--- src/pwr_cfg_pkg.sv ---
/* power stage timing constants */

package pwr_cfg_pkg;

  ////////////////////
  // clock

  localparam logic [31:0] CLK_FREQ = 32'd12_000_000;  // 12 mhz board oscillator

  ////////////////////
  // fan pwm

  // intel 4-wire fan spec, 21..28 khz allowed
  localparam int unsigned FAN_FREQ   = 25_000;
  localparam int unsigned FAN_PERIOD = CLK_FREQ / FAN_FREQ;  // 480 clocks
  localparam int unsigned FAN_CNT_W  = $clog2(FAN_PERIOD);   // window counter width

  ////////////////////
  // pins from off chip

  // sck, ss_n, mosi and tach are all async to clk
  localparam int unsigned SYNC_STAGES = 2;

endpackage

--- src/pwr_reg_pkg.sv ---
/* register map and spi frame */

package pwr_reg_pkg;

  import pwr_cfg_pkg::*;

  localparam logic [7:0] MAGIC = 8'hAA;  // status id byte

  ////////////////////
  // spi frame, command byte then data word, msb first

  localparam int unsigned CMD_BITS    = 8;
  localparam int unsigned DATA_BITS   = 32;
  localparam int unsigned FRAME_BITS  = CMD_BITS + DATA_BITS;  // 40
  localparam int unsigned FRAME_CNT_W = $clog2(FRAME_BITS + 1);
  localparam int unsigned CMD_WR_BIT  = 7;  // write flag in command
  localparam int unsigned ADDR_W      = 3;  // cmd[2:0]

  ////////////////////
  // addresses

  localparam logic [ADDR_W-1:0] ADDR_CTRL   = 3'd0;
  localparam logic [ADDR_W-1:0] ADDR_BRIDGE = 3'd1;
  localparam logic [ADDR_W-1:0] ADDR_BUZZ   = 3'd2;
  localparam logic [ADDR_W-1:0] ADDR_TACH   = 3'd3;
  localparam logic [ADDR_W-1:0] ADDR_STATUS = 3'd4;  // read only

  // field positions in the data word
  localparam int unsigned CTRL_BRIDGE_EN_BIT = 0;
  localparam int unsigned CTRL_BUZZER_EN_BIT = 1;
  localparam int unsigned CTRL_FAN_LSB       = 16;
  localparam int unsigned BRIDGE_DEAD_LSB    = 16;
  localparam int unsigned FAN_PULSE_W        = 10;
  localparam int unsigned DEAD_W             = 8;

  typedef struct packed {
    logic                   bridge_en;
    logic                   buzzer_en;
    logic [FAN_PULSE_W-1:0] fan_pulse;      // low clocks per fan window
    logic [15:0]            bridge_period;  // half of switching cycle
    logic [DEAD_W-1:0]      dead_time;
    logic [15:0]            buzz_half;      // clocks per buzzer level
    logic [31:0]            tach_gate;      // tach window in clocks
  } ctrl_t;

  typedef struct packed {
    logic [7:0]  zero;
    logic [7:0]  magic;
    logic [15:0] rev_count;
  } status_t;

  typedef struct packed {
    logic                 wr_stb;
    logic                 rd_stb;
    logic [ADDR_W-1:0]    addr;
    logic [DATA_BITS-1:0] wdata;
  } reg_req_t;

  // out of reset, everything quiet, fan off
  localparam ctrl_t CTRL_RST = '{
    bridge_en:     1'b0,
    buzzer_en:     1'b0,
    fan_pulse:     '0,
    bridge_period: 16'd400,   // 15 khz bridge
    dead_time:     8'd4,
    buzz_half:     16'd1465,  // ~4 khz tone
    tach_gate:     CLK_FREQ   // 1 s window
  };

endpackage

--- src/bridge_pwm.sv ---
/* h-bridge pwm with dead time */

`timescale 1ns/1ps

module bridge_pwm
(
  input  logic        clk,
  input  logic        reset_n,
  input  logic        en_i,
  input  logic [15:0] period_i,
  input  logic [7:0]  dead_i,
  output logic [3:0]  fets_o    // {b lo, b hi, a lo, a hi}
);

  ////////////////////
  // triangle counter

  logic [15:0] cnt;
  logic        dir_up;
  logic [15:0] period_q;   // taken at the valley
  logic [7:0]  dead_q;

  always_ff @(posedge clk)
  begin
    if (!reset_n || !en_i)
    begin
      cnt      <= '0;
      dir_up   <= 1'b1;
      period_q <= period_i;
      dead_q   <= dead_i;
    end
    else if (cnt == '0)
    begin
      period_q <= period_i;   // new settings only at the valley
      dead_q   <= dead_i;
      dir_up   <= 1'b1;
      cnt      <= cnt + 1'b1;
    end
    else if (dir_up && cnt >= period_q)
    begin
      dir_up <= 1'b0;         // peak, turn around
      cnt    <= cnt - 1'b1;
    end
    else if (dir_up)
      cnt <= cnt + 1'b1;
    else
      cnt <= cnt - 1'b1;
  end

  ////////////////////
  // legs

  logic       phase_a;        // leg a high side wanted
  logic [1:0] want_hi;
  logic [1:0] cur_hi;         // side each leg is heading to
  logic [7:0] dead_cnt [2];
  logic [3:0] fets_q;

  assign phase_a = cnt < (period_q >> 1);
  assign want_hi = {~phase_a, phase_a};  // leg b mirrors leg a

  always_ff @(posedge clk)
  begin
    if (!reset_n || !en_i)
    begin
      cur_hi      <= '0;
      dead_cnt[0] <= '0;
      dead_cnt[1] <= '0;
      fets_q      <= '0;      // all gates off
    end
    else
    begin
      for (int l = 0; l < 2; l++)
      begin
        if (want_hi[l] != cur_hi[l])
        begin
          cur_hi[l]        <= want_hi[l];
          dead_cnt[l]      <= dead_q;
          fets_q[2*l +: 2] <= 2'b00;    // blank the whole leg
        end
        else if (dead_cnt[l] != '0)
        begin
          dead_cnt[l]      <= dead_cnt[l] - 1'b1;
          fets_q[2*l +: 2] <= 2'b00;
        end
        else
          fets_q[2*l +: 2] <= {~cur_hi[l], cur_hi[l]};
      end
    end
  end

  assign fets_o = fets_q;

  a_no_shoot: assert property (@(posedge clk) disable iff (!reset_n)
    !(fets_o[0] && fets_o[1]) && !(fets_o[2] && fets_o[3]));

  // a leg only changes side by passing through all off
  a_break_make: assert property (@(posedge clk) disable iff (!reset_n)
    ($past(fets_o[1:0]) == 2'b00 || fets_o[1:0] == 2'b00 || $stable(fets_o[1:0])) &&
    ($past(fets_o[3:2]) == 2'b00 || fets_o[3:2] == 2'b00 || $stable(fets_o[3:2])));

endmodule

--- src/buzzer_gen.sv ---
/* buzzer square wave */

`timescale 1ns/1ps

module buzzer_gen
(
  input  logic        clk,
  input  logic        reset_n,
  input  logic        en_i,
  input  logic [15:0] half_i,     // clocks per level
  output logic [1:0]  buzzer_o    // complementary drive
);

  logic [15:0] cnt;
  logic [1:0]  buzz_q;   // 00 idle, then 01 / 10

  always_ff @(posedge clk)
  begin
    if (!reset_n || !en_i)
    begin
      cnt    <= '0;
      buzz_q <= 2'b00;   // both sides low when quiet
    end
    else if (cnt == '0)
    begin
      // reload and flip, zero half treated as one
      cnt    <= (half_i == '0) ? '0 : half_i - 1'b1;
      buzz_q <= (buzz_q == 2'b01) ? 2'b10 : 2'b01;
    end
    else
      cnt <= cnt - 1'b1;
  end

  assign buzzer_o = buzz_q;

endmodule

--- src/ctrl_regs.sv ---
/* control register bank */

`timescale 1ns/1ps

module ctrl_regs
  import pwr_reg_pkg::*;
(
  input  logic                 clk,
  input  logic                 reset_n,
  input  reg_req_t             req_i,
  output logic [DATA_BITS-1:0] rdata_o,
  output ctrl_t                ctrl_o,
  input  logic [15:0]          rev_count_i
);

  ctrl_t                ctrl_q;
  status_t              status;
  logic [DATA_BITS-1:0] rd_word;
  logic [DATA_BITS-1:0] rdata_q;

  assign status = '{zero: 8'h00, magic: MAGIC, rev_count: rev_count_i};

  ////////////////////
  // write decode

  always_ff @(posedge clk)
  begin
    if (!reset_n)
      ctrl_q <= CTRL_RST;
    else if (req_i.wr_stb)
    begin
      case (req_i.addr)
        ADDR_CTRL:
        begin
          ctrl_q.bridge_en <= req_i.wdata[CTRL_BRIDGE_EN_BIT];
          ctrl_q.buzzer_en <= req_i.wdata[CTRL_BUZZER_EN_BIT];
          ctrl_q.fan_pulse <= req_i.wdata[CTRL_FAN_LSB +: FAN_PULSE_W];
        end
        ADDR_BRIDGE:
        begin
          ctrl_q.bridge_period <= req_i.wdata[15:0];
          ctrl_q.dead_time     <= req_i.wdata[BRIDGE_DEAD_LSB +: DEAD_W];
        end
        ADDR_BUZZ:
          ctrl_q.buzz_half <= req_i.wdata[15:0];
        ADDR_TACH:
          ctrl_q.tach_gate <= req_i.wdata;
        default:
          ;  // status and holes ignore writes
      endcase
    end
  end

  ////////////////////
  // read back

  always_comb
  begin
    rd_word = '0;  // unused bits and holes read 0
    case (req_i.addr)
      ADDR_CTRL:
      begin
        rd_word[CTRL_BRIDGE_EN_BIT]              = ctrl_q.bridge_en;
        rd_word[CTRL_BUZZER_EN_BIT]              = ctrl_q.buzzer_en;
        rd_word[CTRL_FAN_LSB +: FAN_PULSE_W]     = ctrl_q.fan_pulse;
      end
      ADDR_BRIDGE:
      begin
        rd_word[15:0]                            = ctrl_q.bridge_period;
        rd_word[BRIDGE_DEAD_LSB +: DEAD_W]       = ctrl_q.dead_time;
      end
      ADDR_BUZZ:   rd_word[15:0] = ctrl_q.buzz_half;
      ADDR_TACH:   rd_word       = ctrl_q.tach_gate;
      ADDR_STATUS: rd_word       = status;  // rev count sampled here
      default:     rd_word       = '0;
    endcase
  end

  // spi shifter loads this on the next cycle
  always_ff @(posedge clk)
  begin
    if (req_i.rd_stb)
      rdata_q <= rd_word;
  end

  assign rdata_o = rdata_q;
  assign ctrl_o  = ctrl_q;

endmodule

--- src/fan_pwm.sv ---
/* fan pwm, active low */

`timescale 1ns/1ps

module fan_pwm
  import pwr_cfg_pkg::*;
(
  input  logic       clk,
  input  logic       reset_n,
  input  logic [9:0] pulse_i,   // low clocks per window
  output logic       pwm_o      // low turns the fet on
);

  logic [FAN_CNT_W-1:0] cnt;
  logic [9:0]           pulse_sat;
  logic                 pwm_q;

  // pulse longer than the window means always on
  assign pulse_sat = (pulse_i > 10'(FAN_PERIOD)) ? 10'(FAN_PERIOD) : pulse_i;

  always_ff @(posedge clk)
  begin
    if (!reset_n)
    begin
      cnt   <= '0;
      pwm_q <= 1'b1;   // fan off
    end
    else
    begin
      cnt   <= (cnt == FAN_CNT_W'(FAN_PERIOD - 1)) ? '0 : cnt + 1'b1;
      pwm_q <= (10'(cnt) >= pulse_sat);   // low at window start
    end
  end

  assign pwm_o = pwm_q;

endmodule

--- src/fan_tach.sv ---
/* fan tachometer */

`timescale 1ns/1ps

module fan_tach
  import pwr_cfg_pkg::*;
(
  input  logic        clk,
  input  logic        reset_n,
  input  logic        tach_i,
  input  logic [31:0] gate_i,       // window length in clocks
  output logic [15:0] rev_count_o
);

  logic [SYNC_STAGES-1:0] tach_sync;
  logic                   tach_d;
  logic                   tach_rise;
  logic [31:0]            gate_cnt;
  logic                   gate_end;    // last clock of the window
  logic [15:0]            rev_cnt;
  logic [15:0]            rev_q;

  assign tach_rise = tach_sync[SYNC_STAGES-1] & ~tach_d;
  assign gate_end  = (gate_i <= 32'd1) || (gate_cnt >= gate_i - 32'd1);

  always_ff @(posedge clk)
  begin
    if (!reset_n)
    begin
      tach_sync <= '0;
      tach_d    <= 1'b0;
      gate_cnt  <= '0;
      rev_cnt   <= '0;
      rev_q     <= '0;
    end
    else
    begin
      tach_sync <= {tach_sync[SYNC_STAGES-2:0], tach_i};
      tach_d    <= tach_sync[SYNC_STAGES-1];
      if (gate_end)
      begin
        gate_cnt <= '0;
        rev_q    <= rev_cnt;               // publish last window
        rev_cnt  <= {15'd0, tach_rise};    // edge here belongs to next window
      end
      else
      begin
        gate_cnt <= gate_cnt + 1'b1;
        if (tach_rise && rev_cnt != '1)    // stick at max
          rev_cnt <= rev_cnt + 1'b1;
      end
    end
  end

  assign rev_count_o = rev_q;

endmodule

--- src/pwr_ctrl_top.sv ---
/* power stage controller top */

`timescale 1ns/1ps

module pwr_ctrl_top
  import pwr_reg_pkg::*;
(
  input  logic       clk_i,
  input  logic       reset_n_i,
  input  logic       sck_i,
  input  logic       ss_n_i,
  input  logic       mosi_i,
  output logic       miso_o,
  output logic [3:0] fets_o,      // q1 hi, q2 lo on the left, q3 q4 right
  output logic [1:0] buzzer_o,
  output logic       fan_pwm_o,
  input  logic       fan_tach_i
);

  reg_req_t             req;
  logic [DATA_BITS-1:0] rdata;
  ctrl_t                ctrl;
  logic [15:0]          rev_count;

  ////////////////////
  // spi front end

  spi_slave spi_slave_inst (
    .clk     (clk_i),
    .reset_n (reset_n_i),
    .sck_i   (sck_i),
    .ss_n_i  (ss_n_i),
    .mosi_i  (mosi_i),
    .miso_o  (miso_o),
    .req_o   (req),
    .rdata_i (rdata)
  );

  ctrl_regs ctrl_regs_inst (
    .clk         (clk_i),
    .reset_n     (reset_n_i),
    .req_i       (req),
    .rdata_o     (rdata),
    .ctrl_o      (ctrl),
    .rev_count_i (rev_count)
  );

  ////////////////////
  // outputs

  bridge_pwm bridge_pwm_inst (
    .clk      (clk_i),
    .reset_n  (reset_n_i),
    .en_i     (ctrl.bridge_en),
    .period_i (ctrl.bridge_period),
    .dead_i   (ctrl.dead_time),
    .fets_o   (fets_o)
  );

  buzzer_gen buzzer_gen_inst (
    .clk      (clk_i),
    .reset_n  (reset_n_i),
    .en_i     (ctrl.buzzer_en),
    .half_i   (ctrl.buzz_half),
    .buzzer_o (buzzer_o)
  );

  fan_pwm fan_pwm_inst (
    .clk     (clk_i),
    .reset_n (reset_n_i),
    .pulse_i (ctrl.fan_pulse),
    .pwm_o   (fan_pwm_o)
  );

  fan_tach fan_tach_inst (
    .clk         (clk_i),
    .reset_n     (reset_n_i),
    .tach_i      (fan_tach_i),
    .gate_i      (ctrl.tach_gate),
    .rev_count_o (rev_count)
  );

endmodule

--- src/spi_slave.sv ---
/* oversampled spi slave */

`timescale 1ns/1ps

module spi_slave
  import pwr_cfg_pkg::*, pwr_reg_pkg::*;
(
  input  logic                 clk,
  input  logic                 reset_n,
  input  logic                 sck_i,
  input  logic                 ss_n_i,
  input  logic                 mosi_i,
  output logic                 miso_o,
  output reg_req_t             req_o,
  input  logic [DATA_BITS-1:0] rdata_i
);

  ////////////////////
  // pin sync

  logic [SYNC_STAGES-1:0] sck_sync;
  logic [SYNC_STAGES-1:0] ss_sync;
  logic [SYNC_STAGES-1:0] mosi_sync;
  logic                   sck_d;      // last synced sck, for edges

  logic sck_s;
  logic ss_s;
  logic mosi_s;
  logic sck_rise;
  logic sck_fall;

  always_ff @(posedge clk)
  begin
    if (!reset_n)
    begin
      sck_sync  <= '0;
      ss_sync   <= '1;    // deselected
      mosi_sync <= '0;
      sck_d     <= 1'b0;
    end
    else
    begin
      sck_sync  <= {sck_sync[SYNC_STAGES-2:0], sck_i};
      ss_sync   <= {ss_sync[SYNC_STAGES-2:0], ss_n_i};
      mosi_sync <= {mosi_sync[SYNC_STAGES-2:0], mosi_i};
      sck_d     <= sck_s;
    end
  end

  assign sck_s    = sck_sync[SYNC_STAGES-1];
  assign ss_s     = ss_sync[SYNC_STAGES-1];
  assign mosi_s   = mosi_sync[SYNC_STAGES-1];
  assign sck_rise = sck_s & ~sck_d;
  assign sck_fall = ~sck_s & sck_d;

  ////////////////////
  // frame

  logic [FRAME_CNT_W-1:0] bit_cnt;    // rising edges seen this frame
  logic [DATA_BITS-1:0]   shift_in;
  logic [DATA_BITS-1:0]   tx_sr;      // read word going out
  logic                   wr_flag_q;
  logic                   load_q;     // rdata valid this cycle
  logic                   miso_q;
  logic                   take_bit;
  logic                   give_bit;
  reg_req_t               req_q;

  // mode 0, sample on rise, change on fall
  assign take_bit = sck_rise && !ss_s && (bit_cnt < FRAME_BITS);
  assign give_bit = sck_fall && !ss_s && (bit_cnt >= CMD_BITS) && (bit_cnt < FRAME_BITS);

  always_ff @(posedge clk)
  begin
    // data path
    if (take_bit)
      shift_in <= {shift_in[DATA_BITS-2:0], mosi_s};
    if (take_bit && bit_cnt == CMD_BITS - 1)
      req_q.addr <= {shift_in[ADDR_W-2:0], mosi_s};
    if (take_bit && bit_cnt == FRAME_BITS - 1)
      req_q.wdata <= {shift_in[DATA_BITS-2:0], mosi_s};
    if (load_q)
      tx_sr <= rdata_i;
    else if (give_bit)
      tx_sr <= {tx_sr[DATA_BITS-2:0], 1'b0};

    // control
    if (!reset_n)
    begin
      bit_cnt      <= '0;
      wr_flag_q    <= 1'b0;
      load_q       <= 1'b0;
      miso_q       <= 1'b0;
      req_q.rd_stb <= 1'b0;
      req_q.wr_stb <= 1'b0;
    end
    else
    begin
      req_q.rd_stb <= 1'b0;           // single cycle strobes
      req_q.wr_stb <= 1'b0;
      load_q       <= req_q.rd_stb;   // regs answer one cycle after rd_stb
      if (ss_s)
      begin
        bit_cnt <= '0;                // also drops a partial frame
        miso_q  <= 1'b0;
      end
      else
      begin
        if (take_bit)
        begin
          bit_cnt <= bit_cnt + 1'b1;
          if (bit_cnt == CMD_BITS - 1)
          begin
            wr_flag_q    <= shift_in[CMD_WR_BIT-1];  // bit 7 of the command
            req_q.rd_stb <= 1'b1;
          end
          if (bit_cnt == FRAME_BITS - 1)
            req_q.wr_stb <= wr_flag_q;  // 40th bit, commit
        end
        if (give_bit)
          miso_q <= tx_sr[DATA_BITS-1];
      end
    end
  end

  assign req_o  = req_q;
  assign miso_o = miso_q;

  // read fires at bit 8, write at bit 40, never in one cycle
  a_one_strobe: assert property (@(posedge clk) disable iff (!reset_n)
    !(req_o.wr_stb && req_o.rd_stb));

endmodule

--- config.mk ---
export PLATFORM = sky130hd
export DESIGN_NAME = pwr_ctrl_top
export DESIGN_NICKNAME = d
export VERILOG_FILES = /design/src/pwr_cfg_pkg.sv /design/src/pwr_reg_pkg.sv /design/src/bridge_pwm.sv /design/src/buzzer_gen.sv /design/src/ctrl_regs.sv /design/src/fan_pwm.sv /design/src/fan_tach.sv /design/src/pwr_ctrl_top.sv /design/src/spi_slave.sv
export SDC_FILE = /design/constraint.sdc
export NUM_CORES = 1
export LEC_CHECK = 0
export BUFFER_PORTS_ARGS = -buffer_cell sky130_fd_sc_hd__buf_2
export CORE_AREA = 3 3 221 223
export CTS_CLUSTER_DIAMETER = 120
export CTS_CLUSTER_SIZE = 10
export DETAILED_ROUTE_END_ITERATION = 6
export DIE_AREA = 0 0 224 226
export MAX_ROUTING_LAYER = met4
export PLACE_DENSITY = 0.6
export SYNTH_ARGS = -nofsm -noshare
export SYNTH_HDL_FRONTEND = slang
export SYNTH_SLANG_ARGS = --single-unit
--- constraint.sdc ---
create_clock -name clk_i -period 4.9 [get_ports clk_i]
set_input_delay 1.47 -clock clk_i [delete_from_list [all_inputs] [get_ports clk_i]]
set_output_delay 1.47 -clock clk_i [all_outputs]
set_load 0.005 [all_outputs]
# Yosys cells after proc, flatten, opt, wreduce, memory -nomap -nowiden
# Memories as Yosys holds them, arrays and structs flattened.
# Cells that the tools add are included.
dict set report word_totals {
  register_bits 374
  ramBits 16
  inputBits 6
  output_inout_bits 8
  elab_cells 167
  memories 1
}
dict set report op_classes {
  add_sub_neg 11
  magnitude_cmp 8
  n_eq_ne 11
  mux 40
  n_bitwise 17
  reduce_logical 38
}
# memory depth word_bits read_ports rd_clocked_by_memory_dff write_ports line_no
set mem_list {}
lappend mem_list {bridge_pwm_inst.dead_cnt 2 8 2 0 2 bridge_pwm.sv:56} ;# logic [7:0] dead_cnt [2];
# cell n
set ops {}
lappend ops {{16-bit 2-to-1 mux} 7}
lappend ops {{32-bit 2-to-1 mux} 2}
lappend ops {{14-bit one-hot mux with 4 select lines} 1}
lappend ops {{16-bit logical NOT} 3}
lappend ops {{8-bit 2-to-1 mux} 6}
lappend ops {{16-bit by 1-bit subtractor with 16-bit output (second input constant)} 3}
lappend ops {{16-bit by 1-bit adder with 16-bit output (second input constant)} 2}
lappend ops {{32-bit by 1-bit adder with 32-bit output (second input constant)} 1}
lappend ops {{32-bit >= comparator} 1}
lappend ops {{32-bit by 1-bit less-or-equal comparator with 1-bit output (second input constant)} 1}
lappend ops {{8-bit one-hot mux with 4 select lines} 1}
lappend ops {{32-bit by 1-bit subtractor with 32-bit output (second input constant)} 1}
lappend ops {{1-bit 2-to-1 mux} 19}
lappend ops {{16-bit >= comparator} 1}
lappend ops {{16-bit by 15-bit < comparator with 1-bit output} 1}
lappend ops {{16-bit inequality test (second input constant)} 1}
lappend ops {{8-bit nonzero test} 2}
lappend ops {{8-bit by 1-bit subtractor with 8-bit output (second input constant)} 2}
lappend ops {{9-bit by 10-bit >= comparator with 1-bit output} 1}
lappend ops {{10-bit by 9-bit greater-than comparator with 1-bit output (second input constant)} 1}
lappend ops {{10-bit 2-to-1 mux} 1}
lappend ops {{1-bit inverter} 10}
lappend ops {{2-bit one-hot mux with 5 select lines} 1}
lappend ops {{9-bit by 1-bit adder with 9-bit output (second input constant)} 1}
lappend ops {{other kinds (25)} 55}

# Longest topological paths before layout
# Gate-level depths: netlist (run 1).
dict set report logic_depth {
  depth_word 8
  mapped_depth 16
  depth_no_buf 15
}

# Modules after synthesis
# A second synthesis (run 1) with hierarchy kept.
dict set report unflattened {
  cells_unflattened 1833
  area_unflattened_um2 18765.5
}
# module n_inst cells_each area_each_um2 seq_area_each_um2
set modules_own_cells {}
lappend modules_own_cells {ctrl_regs 1 530 4895.9 2642.5}
lappend modules_own_cells {fan_tach 1 488 4162.7 1341.3}
lappend modules_own_cells {spi_slave 1 212 4057.6 3303.2}
lappend modules_own_cells {bridge_pwm 1 376 3793.6 1661.6}
lappend modules_own_cells {buzzer_gen 1 152 1217.4 360.3}
lappend modules_own_cells {fan_pwm 1 75 638.1 200.2}

# Worst setup path after synthesis (run 1)
# OpenSTA, ideal clock, no wires.
dict set report synth_timing {
  path_kind {register -> register}
  startpoint {register spi_slave_inst.bit_cnt[3]}
  endpoint {register spi_slave_inst.req_q, in the netlist spi_slave_inst.req_o[0] (enable)}
  setup_ns 0.421
  arrival_time_ns 3.500
  t_required_ns 4.479
  path_slack_ns 0.979
  path_stages_with_launch 6
  n_path_buf 1
  period_less_slack_ns 3.921
  path_cell_list {dfxtp_1 o21ai_0 and3_1 clkbuf_1 nand4_1 nor2_1}
}
dict set report synth_via {
  elab_chain_len 3
  elab_cells_between_ends 4
  cone_classes {order compare (1); eq/ne (1); reduce/logical (2)}
}
# item line_no
set synth_lines {}
lappend synth_lines {{start, declared} spi_slave.sv:59} ;# logic [FRAME_CNT_W-1:0] bit_cnt;
lappend synth_lines {{start signal, assigned} spi_slave.sv:111} ;# bit_cnt <= bit_cnt + 1'b1;
lappend synth_lines {{6-bit < comparator} spi_slave.sv:70} ;# assign take_bit = sck_rise && !ss_s && (bit_cnt < FRAME_BITS);
lappend synth_lines {{1-bit logical AND} spi_slave.sv:70}
lappend synth_lines {{named net spi_slave_inst.take_bit} spi_slave.sv:65} ;# logic take_bit;
lappend synth_lines {{1-bit logical AND} spi_slave.sv:80} ;# if (take_bit && bit_cnt == FRAME_BITS - 1)
lappend synth_lines {{end, declared} spi_slave.sv:67} ;# reg_req_t req_q;
# The timed path passes the listed nets, and every way through them passes these cells.
# A chain may end at the register's enable or synchronous reset.

# Final worst setup path (run 1)
dict set report layout_timing {
  startpoint {register ctrl_regs_inst.ctrl_q, in the netlist ctrl_regs_inst.ctrl_o[6]}
  endpoint {register fan_tach_inst.gate_cnt[23]}
}
dict set report layout_via {
  elab_chain_len 4
  elab_cells_between_ends 5
  cone_classes {add/sub (1); order compare (2); reduce/logical (2)}
}
# item line_no
set layout_lines {}
lappend layout_lines {{start, declared} ctrl_regs.sv:16} ;# ctrl_t ctrl_q;
lappend layout_lines {{32-bit by 1-bit subtractor with 32-bit output} fan_tach.sv:24} ;# assign gate_end = (gate_i <= 32'd1) || (gate_cnt >= gate_i - 32'd1);
lappend layout_lines {{32-bit >= comparator} fan_tach.sv:24}
lappend layout_lines {{1-bit logical OR (*)} fan_tach.sv:24}
lappend layout_lines {{2-bit OR reduction (no line) (*)} -}
lappend layout_lines {{end signal, assigned} fan_tach.sv:48} ;# gate_cnt <= gate_cnt + 1'b1;
lappend layout_lines {{end, declared} fan_tach.sv:18} ;# logic [31:0] gate_cnt;
# Mark *: on every way between the ends. The rest lies on a longest branch, timed or not.

==> flow_summary.toml, run 1 <==
[cells_and_area]
num-nets-final = 1897
final_common_cell = "nand2_1"
antennaDiodeCount = 0
final_area_um2 = 20210
drive_gt1_frac = 0.07998
area_growth_pct = 10.55
final_cell_mix = "283 x nand2_1, 220 x dfxtp_1, 170 x edfxtp_1, 163 x nor2_1, 86 x ha_1"

[power]
ir_drop_uv = 217.3
p_int_mw = 5.087
seqPwrFrac = 0.527
leakage_nw = 7.492
switchingPower_mw = 1.339
p_clk_frac = 0.463
comb_power_share = 0.010
powerDensity_nw_per_um2 = 317.9
swShare = 0.2083

[global_route]
grt_pass1_vias = 12570
grt_max_degree = 59
grt_usage = 0.1785
grt_overflow = 0
antenna_found_initial = 0
grt_first_pass_wirelength_um = 69980

[logic_synthesis]
ys_seq_area_frac = 0.5201
syn-num-nets = 1892
synth_area_leaders = "edfxtp_1 28%, dfxtp_1 24%, ha_1 5.9%"
yosysTopAreaCell = "edfxtp_1"
synth_top_area_frac = 0.2792
synthArstFlopShare = 0
yosys_warnings = 0
syn_area_um2 = 18280
netlist_instances = 1800
synth_edf_count = 170
yosysUniqueCellTypes = 67
syn_area_per_cell_um2 = 10.16
ys_ff_latch = 390
synth_ff_type = "dfxtp_1"

[sta]
setup_viol_count_final = 0
setup_tns_ns = 0
period_share = 0.8470
layout_min_cycle_time_ns = 4.150
rsz0062_at_grt = "false"
hold_violations = 0
final-max-slew-violation-count = 0
slew_headroom = 0.2021
tightest_slew_ns = 1.193
clock_skew_ns = 0.01191
fmax_ghz = 0.2410

[die]
core_area_um2 = 46750
die_w_um = 224
start_util = 0.3911
die_area_um2 = 50620
io_pins = 14
fp-row-count = 79
dieHeight_um = 226

[setup_path]
critPathLaunch = "ctrl_regs_inst.ctrl_o[6]"
cp.required_ns = 5.40
startpoint_type = "flip-flop"
ff2ff_path_depth = 13
rr_endpoint = "fan_tach_inst.gate_cnt[23]"
cp_data_arrival_time_ns = 4.65
rrSetupSlack_ns = 0.75
critPathCaptureType = "flip-flop"
r2r-start = "ctrl_regs_inst.ctrl_o[6]"
path_class = "flip-flop to flip-flop"
worst-path-max-fanout = 31

[placed_design]
gp_congestion = 0.8868
port_buffers = 13
dp_hpwl_um = 30920
place_area_um2 = 18960

[clocking]
clk_pin_slew_worst_paths_ns = 0.06
insertion_delay_ns = 0.57
cts_sinks = 390
cts_setup_buffers = 0
postCtsHoldBufs = 0
clockBufferDepth = 3
cts.repair.resized = 0
cts-root-buf = "clkbuf_16"
cts_made_buffers = 44
htreeDepth = 2
cts_tree = "built"

[routing]
wl_um = 43880
first_iter_violations = 1093
first_pass_iters = 7
viasPerCell = 5.328
wl_per_cell_um = 17.95
post-route-drc-count = 0
vias = 13030
final_antenna_net_count = 0

[status]
status = "complete, no violations"

[job]
max_cap_viol_count = 0

[min_path]
min_path_cells = 0
min_to = "spi_slave_inst.req_o[31]"
hold_path.class = "flip-flop to flip-flop"
min_from = "spi_slave_inst.shift_in[30]"
-- cell usage after synthesis, types with 3 or more instances --
master / number
a211oi_1: 10
a21boi_0: 66
a21o_1: 7
a21oi_1: 41
a22oi_1: 16
a31oi_1: 12
and2_1: 22
and3_1: 24
and4_1: 10
buf_1: 5
buf_2: 5
buf_6: 3
clkbuf_1: 59
dfxtp_1: 220
edfxtp_1: 170
ha_1: 86
inv_1: 46
mux2_2: 45
mux2i_1: 41
nand2_1: 283
nand2b_1: 17
nand3_1: 80
nand3b_1: 6
nand4_1: 29
nor2_1: 164
nor2b_1: 9
nor3_1: 46
nor3b_1: 9
nor4_1: 15
o211ai_1: 4
o21a_1: 7
o21ai_0: 44
o21ba_2: 3
o22a_1: 10
or3_1: 8
or4_1: 15
xnor2_1: 66
xor2_1: 58
-- worst max-delay path by stage --
stage                                             to
after floorplan              spi_slave_inst.req_o[0]
after global placement    fan_tach_inst.gate_cnt[29]
after detailed placement  fan_tach_inst.gate_cnt[13]
after CTS                  fan_tach_inst.gate_cnt[6]
after global routing       fan_tach_inst.gate_cnt[3]
final                     fan_tach_inst.gate_cnt[23]
-- metrics by stage --
stage / util / instances / hold slack (ns) / power [mW] / setup WS (ns)
after floorplan: - / 1800 / 0.3863 / 3.498 / 0.9792
after global placement: 0.4056 / 2366 / 0.4039 / 3.517 / 0.8535
after detailed placement: 0.4056 / 2366 / 0.4056 / 3.518 / 0.8063
after CTS: 0.4323 / 2445 / 0.4244 / 6.497 / 0.7772
after global routing: 0.4323 / 2445 / 0.4387 / 6.641 / 0.5036
final: 0.4323 / 2445 / 0.4225 / 6.426 / 0.7499
-- power by group through the flow --
| stage | combinational (mW) | sequential (mW) | clock [mW] |
|---|---|---|---|
| after floorplan | 0.0447 | 3.45 | 0 |
| after global placement | 0.0606 | 3.46 | 0 |
| after detailed placement | 0.0616 | 3.46 | 0 |
| after CTS | 0.0619 | 3.39 | 3.05 |
| after global routing | 0.0689 | 3.39 | 3.19 |
| final | 0.0612 | 3.39 | 2.98 |
-- worst max-delay path, cell delays in order, from the launching register on --
cell and delay, ns:
dfxtp_1 0.36, or4_1 0.62, nor3_1 0.28, nor2b_1 0.23
nand3b_1 0.16, nor4_1 0.27, xnor2_1 0.17, ha_1 0.26
and4_1 0.21, a221o_1 0.34, o21ai_0 0.29, nand3_2 0.35
buf_4 0.38, nor2_1 0.14
-- routing by layer --
layer | part of all wire | track usage
met1 | 0.48 | 0.2463
met2 | 0.44 | 0.2688
met3 | 0.040 | 0.02639
met4 | 0.034 | 0.06294
met5 | 0 | -
-- final cells by class --
cell class	count	area [um2]
sequential	390	9509
multi-input combinational	1291	8314
timing repair buffer	31	202.7
inverter	47	176.4
tap	607	759.5
clock inverter	2	25.02
fill	4448	26540
clock buffer	77	1225
-- registers in the layout, summed over array words and instances (netlist names), 16 cells and up --
| signal | count |
|---|---|
| ctrl_regs_inst.ctrl_o | 84 |
| spi_slave_inst.tx_sr | 32 |
| bridge_pwm_inst.cnt | 16 |
| ctrl_regs_inst.rdata_o | 32 |
| bridge_pwm_inst.dead_cnt | 16 |
| spi_slave_inst.req_o | 37 |
| bridge_pwm_inst.period_q | 16 |
| spi_slave_inst.shift_in | 31 |
| fan_tach_inst.rev_cnt | 16 |
| fan_tach_inst.rev_count_o | 16 |
| buzzer_gen_inst.cnt | 16 |
| fan_tach_inst.gate_cnt | 32 |
-- logic make-up after synthesis --
group / count (synthesis) / synth area share
AO/OA/AOI/OAI: 241 / 0.08951
XOR/XNOR: 124 / 0.05940
adder cells (fa/ha/maj): 86 / 0.05885
buffers and inverters: 119 / 0.02600
flip-flops: 390 / 0.5201
multiplexers: 89 / 0.05338
AND/OR/NAND/NOR: 751 / 0.1928
(Power assumes the default switching activity.)
==> run 2, diff against run 1 <==
==> constraint.sdc (replaced) <==
create_clock -name clk_i -period 4.2 [get_ports clk_i]
set_input_delay 1.26 -clock clk_i [delete_from_list [all_inputs] [get_ports clk_i]]
set_output_delay 1.26 -clock clk_i [all_outputs]
set_load 0.005 [all_outputs]
==> run 2 against run 1 <==
Compared with the run above:
- sequential share of layout area is 0.14 points lower
- clock skew is 0.011 ns higher
- critical path depth stayed put
- wire length is 1.4% lower
- maximum frequency is 6.8% higher
- worst hold slack worse by 0.0053 ns
==> flow_summary.toml, run 2 (synthesis gave the netlist of run 1 again) <==
[routing]
wl_per_cell_um = 17.64
post-route-drc-count = 0
final_antenna_net_count = 0
first_pass_iters = 7
first_iter_violations = 1054
vias = 12920
viasPerCell = 5.270
wl_um = 43250

[setup_path]
rrSetupSlack_ns = 0.31
startpoint_type = "flip-flop"
cp_data_arrival_time_ns = 4.38
worst-path-max-fanout = 46
cp.required_ns = 4.69
critPathCaptureType = "flip-flop"
rr_endpoint = "fan_tach_inst.rev_cnt[12]"
ff2ff_path_depth = 13
r2r-start = "ctrl_regs_inst.ctrl_o[7]"
path_class = "flip-flop to flip-flop"

[min_path]
min_from = "spi_slave_inst.shift_in[30]"
min_to = "spi_slave_inst.req_o[31]"
min_path_cells = 0
hold_path.class = "flip-flop to flip-flop"

[global_route]
grt_max_degree = 134
antenna_found_initial = 1
busiest_layer = "met2"
grt_util_met1 = 0.2436
grt_first_pass_wirelength_um = 69280
grt_pass1_vias = 12640
grt_use_met3 = 0.02847
grt_overflow = 0
use_met2 = 0.2676
grt_usage = 0.1771

[clocking]
cts_sinks = 390
clk_pin_slew_worst_paths_ns = 0.06
clockBufferDepth = 3
cts-root-buf = "clkbuf_16"
cts_tree = "built"
cts_made_buffers = 44
htreeDepth = 2
insertion_delay_ns = 0.57
cts_setup_buffers = 0

[cells_and_area]
largest_reg_flops = 84
final_common_cell = "nand2_1"
stdcell_count = 2451
final_cell_mix = "283 x nand2_1, 220 x dfxtp_1, 170 x edfxtp_1, 163 x nor2_1, 86 x ha_1"
area_growth_pct = 10.88
antennaDiodeCount = 0
num-nets-final = 1903
drive_gt1_frac = 0.08297
fin_util = 0.4336
regArea_um2 = 9509
fill_cells = 4431
multiInputGateArea_um2 = 8314

[status]
status = "complete, no violations"

[die]
die_w_um = 224
dieHeight_um = 226
core_area_um2 = 46750
start_util = 0.3911
io_pins = 14
die_area_um2 = 50620
fp-row-count = 79

[power]
p_clk_frac = 0.462
swShare = 0.2064
p_int_mw = 5.935
ir_drop_uv = 238.2
seqPwrFrac = 0.529
comb_power_share = 0.010
switchingPower_mw = 1.544
powerDensity_nw_per_um2 = 368.9
total_power_mw = 7.479
leakage_nw = 7.525

[placed_design]
dp_hpwl_um = 30700
gp_congestion = 0.8923
port_buffers = 13
post-place-cells = 2372

[sta]
fmax_ghz = 0.2574
holdWs_ns = 0.4172
rsz0062_at_grt = "false"
clock_skew_ns = 0.02269
slew_headroom = 0.2348
setup_tns_ns = 0
tightest_slew_ns = 1.141
setup_viol_count_final = 0
hold_violations = 0
final-max-slew-violation-count = 0
layout_min_cycle_time_ns = 3.886
period_share = 0.9251

[job]
max_cap_viol_count = 0
[run 2: layer usage]
metal	wire [um]	vias up	part of all wire
met3	1913	83	0.044
met1	20800	6164	0.48
li1	-	6395	-
met5	0	-	0
met4	1348	0	0.031
met2	19180	274	0.44
[run 2: cell type report]
cell class / count / area share
clock buffers: 77 / 0.06042
multi-input cells: 1291 / 0.4101
clock inverters: 2 / 0.001234
inverters: 47 / 0.008702
repair buffers: 37 / 0.01302
well taps: 607 / 0.03746
flip-flops and latches: 390 / 0.4690
[run 2: per-stage QoR]
step / setup slack [ns] / area, um2
2_1_floorplan: 0.2792 / 18280
3_3_place_gp: 0.4234 / 19020
3_5_place_dp: 0.2818 / 19020
4_1_cts: 0.2593 / 20270
5_1_grt: 0.1020 / 20270
6_report: 0.3144 / 20270
[run 2: how the worst max path moves through the flow]
stage          slack, ns                        end                      start  cells past startpoint
2_1_floorplan       0.28    spi_slave_inst.req_o[0]  spi_slave_inst.bit_cnt[3]                      5
3_3_place_gp        0.42  fan_tach_inst.rev_cnt[12]   ctrl_regs_inst.ctrl_o[7]                     16
3_5_place_dp        0.28  fan_tach_inst.rev_cnt[12]   ctrl_regs_inst.ctrl_o[7]                     13
4_1_cts             0.26  fan_tach_inst.rev_cnt[12]   ctrl_regs_inst.ctrl_o[7]                     13
5_1_grt             0.10  fan_tach_inst.gate_cnt[6]   ctrl_regs_inst.ctrl_o[7]                     14
6_report            0.31  fan_tach_inst.rev_cnt[12]   ctrl_regs_inst.ctrl_o[7]                     13
[run 2: worst max-delay path: stages, from the launching register on]
cell	delay, ns
dfxtp_1	0.37
or4_1	0.61
nor3_1	0.30
nor2b_1	0.23
nand3b_1	0.17
nor4_1	0.26
xnor2_1	0.19
ha_1	0.28
and4_1	0.22
a221o_1	0.34
o21ai_0	0.29
nand3_2	0.11
buf_6	0.25
nor3_1	0.20
[run 2: timing repair]
action,in CTS,in global routing
endpoints found under the hold margin,0,0
gates resized for setup,0,1
endpoints found under the setup margin,0,16
hold buffers,0,0
[run 2: power groups by stage]
stage / combinational (mW) / sequential, mW / clock, mW
final: 0.0729 / 3.95 / 3.45
after CTS: 0.0731 / 3.95 / 3.55
after global placement: 0.0711 / 4.03 / 0
after global routing: 0.0821 / 3.95 / 3.70
after detailed placement: 0.0728 / 4.03 / 0
after floorplan: 0.0521 / 4.03 / 0
==> run 3, diff against run 2 <==
==> constraint.sdc (replaced) <==
create_clock -name clk_i -period 4.1 [get_ports clk_i]
set_input_delay 1.23 -clock clk_i [delete_from_list [all_inputs] [get_ports clk_i]]
set_output_delay 1.23 -clock clk_i [all_outputs]
set_load 0.005 [all_outputs]
==> run 3 against run 2 <==
Compared with the run above:
- wire length shrank 0.95%
- cell count is essentially flat
- worst setup slack lost 0.021 ns
- sequential cell count is the same
- core utilization grew 0.072 points
- clock power grew 3%
- critical path type unchanged
==> flow_summary.toml, run 3 (synthesis gave the netlist of run 1 again) <==
[setup_path]
crit_top_cell = "nor3_1"
critPathMaxStageDelay_ns = 0.57
ff2ff_path_depth = 13
path_class = "flip-flop to flip-flop"
worst-path-max-fanout = 15
cp_slowest_cell = "or4_1"
startpoint_type = "flip-flop"
cp.required_ns = 4.60
critPathCaptureType = "flip-flop"
cp_cell_sequence = "or4_1 > nor3_1 > nor2b_1 > nand3b_1 > nor4_1 > xnor2_1 > ha_1 > and4_1 > a221o_1 > o21ai_0 > nand3_2 > buf_4 > nor3_1"
cp_data_arrival_time_ns = 4.30

[routing]
wl_met1_um = 20510
wl_met2_um = 19110
viasPerCell = 5.312
first_pass_iters = 5
wl_um = 42840
wl_met3_um = 1726
wl_per_cell_um = 17.46
vias = 13030
top_layer = "met4"
post-route-drc-count = 0
final_antenna_net_count = 0
first_iter_violations = 1122

[clocking]
cts_sinks = 390
clockBufferDepth = 3
cts_tree = "built"
htreeDepth = 2
clk_pin_slew_worst_paths_ns = 0.06
cts_setup_buffers = 0
cts-root-buf = "clkbuf_16"
cts_made_buffers = 44
insertion_delay_ns = 0.58

[global_route]
grt_usage = 0.1737
grt_first_pass_wirelength_um = 67960
grt_max_degree = 115
grt_overflow = 0
antenna_found_initial = 0
grt_pass1_vias = 12340

[cells_and_area]
regArea_um2 = 9509
fin_util = 0.4343
fill_cells = 4400
final_cell_mix = "283 x nand2_1, 220 x dfxtp_1, 170 x edfxtp_1, 163 x nor2_1, 86 x ha_1"
largest_reg_flops = 84
num-nets-final = 1905
area_growth_pct = 11.07
antennaDiodeCount = 0
drive_gt1_frac = 0.08451
multiInputGateArea_um2 = 8314
final_common_cell = "nand2_1"

[status]
status = "complete, no violations"

[sta]
setup_viol_count_final = 0
period_share = 0.9284
layout_min_cycle_time_ns = 3.807
fmax_ghz = 0.2627
final-max-slew-violation-count = 0
setup_tns_ns = 0
hold_violations = 0
slew_headroom = 0.2969
rsz0062_at_grt = "false"
clock_skew_ns = 0.02763
final.setup.worst_slack_ns = 0.2935
tightest_slew_ns = 1.048
holdWs_ns = 0.4146

[placed_design]
port_buffers = 13
dpl_worst_slack_ns = 0.3595
gp_congestion = 0.8794
dp_hpwl_um = 30490

[power]
powerDensity_nw_per_um2 = 378.6
ir_drop_uv = 262.0
leakage_nw = 7.543

[die]
core_area_um2 = 46750
io_pins = 14
start_util = 0.3911
die_area_um2 = 50620
fp-row-count = 79
die_w_um = 224
dieHeight_um = 226

[min_path]
min_path_cells = 0
hold_path.class = "flip-flop to flip-flop"

[job]
max_cap_viol_count = 0
==> run 3: cell types whose count changed in the layout (fill, tap and decap cells not counted) <==
cell / change
buf_4: +2
clkbuf_1: -1
clkinv_16: +1
clkinv_8: -1
inv_6: +1
==> run 3: worst max-delay path, delay by kind of cell, from the launching register on <==
kind,cells,cell delay [ns]
AO/OA/AOI/OAI,2,0.62
flip-flops,1,0.35
XOR/XNOR,1,0.18
adder cells (fa/ha/maj),1,0.27
AND/OR/NAND/NOR,8,2.09
buffers and inverters,1,0.23
==> run 3: metal layers <==
| layer | global-route usage | vias to the layer above |
|---|---|---|
| met5 | - | - |
| met4 | 0.07078 | 0 |
| met3 | 0.02249 | 86 |
| met2 | 0.2604 | 290 |
| met1 | 0.2391 | 6249 |
| li1 | - | 6406 |
==> run 3: report_power, final <==
part           switching (mW)  internal (mW)
registers              0.0120           4.04
clock network            1.54           2.02
logic                  0.0454         0.0294
==> run 3: layout make-up <==
| type | count | share of cell area |
|---|---|---|
| clock buffers | 76 | 0.06014 |
| clock inverters | 3 | 0.002341 |
| inverters | 47 | 0.008688 |
| multi-input cells | 1291 | 0.4094 |
| flip-flops and latches | 390 | 0.4683 |
| well taps | 607 | 0.03740 |
| repair buffers | 39 | 0.01374 |
==> run 3: stage by stage <==
step	cell area (um2)	power (mW)	std cells
6_report	20310	7.689	2453
5_1_grt	20310	7.938	2453
4_1_cts	20300	7.793	2453
3_5_place_dp	19030	4.206	2374
3_3_place_gp	19030	4.205	2374
2_1_floorplan	18280	4.181	1800
==> run 3: worst paths after layout <==
check | from | end | slack (ns)
max | ctrl_regs_inst.ctrl_o[8] | fan_tach_inst.rev_cnt[12] | 0.29
max reg2reg | ctrl_regs_inst.ctrl_o[8] | fan_tach_inst.rev_cnt[12] | 0.29
min reg2reg | spi_slave_inst.shift_in[30] | spi_slave_inst.req_o[31] | 0.41
min | spi_slave_inst.shift_in[30] | spi_slave_inst.req_o[31] | 0.41
==> run 3: timing repair <==
item | CTS | global route
hold buffers | 0 | 0
gates resized for setup | 0 | 1
endpoints found under the setup margin | 0 | 4
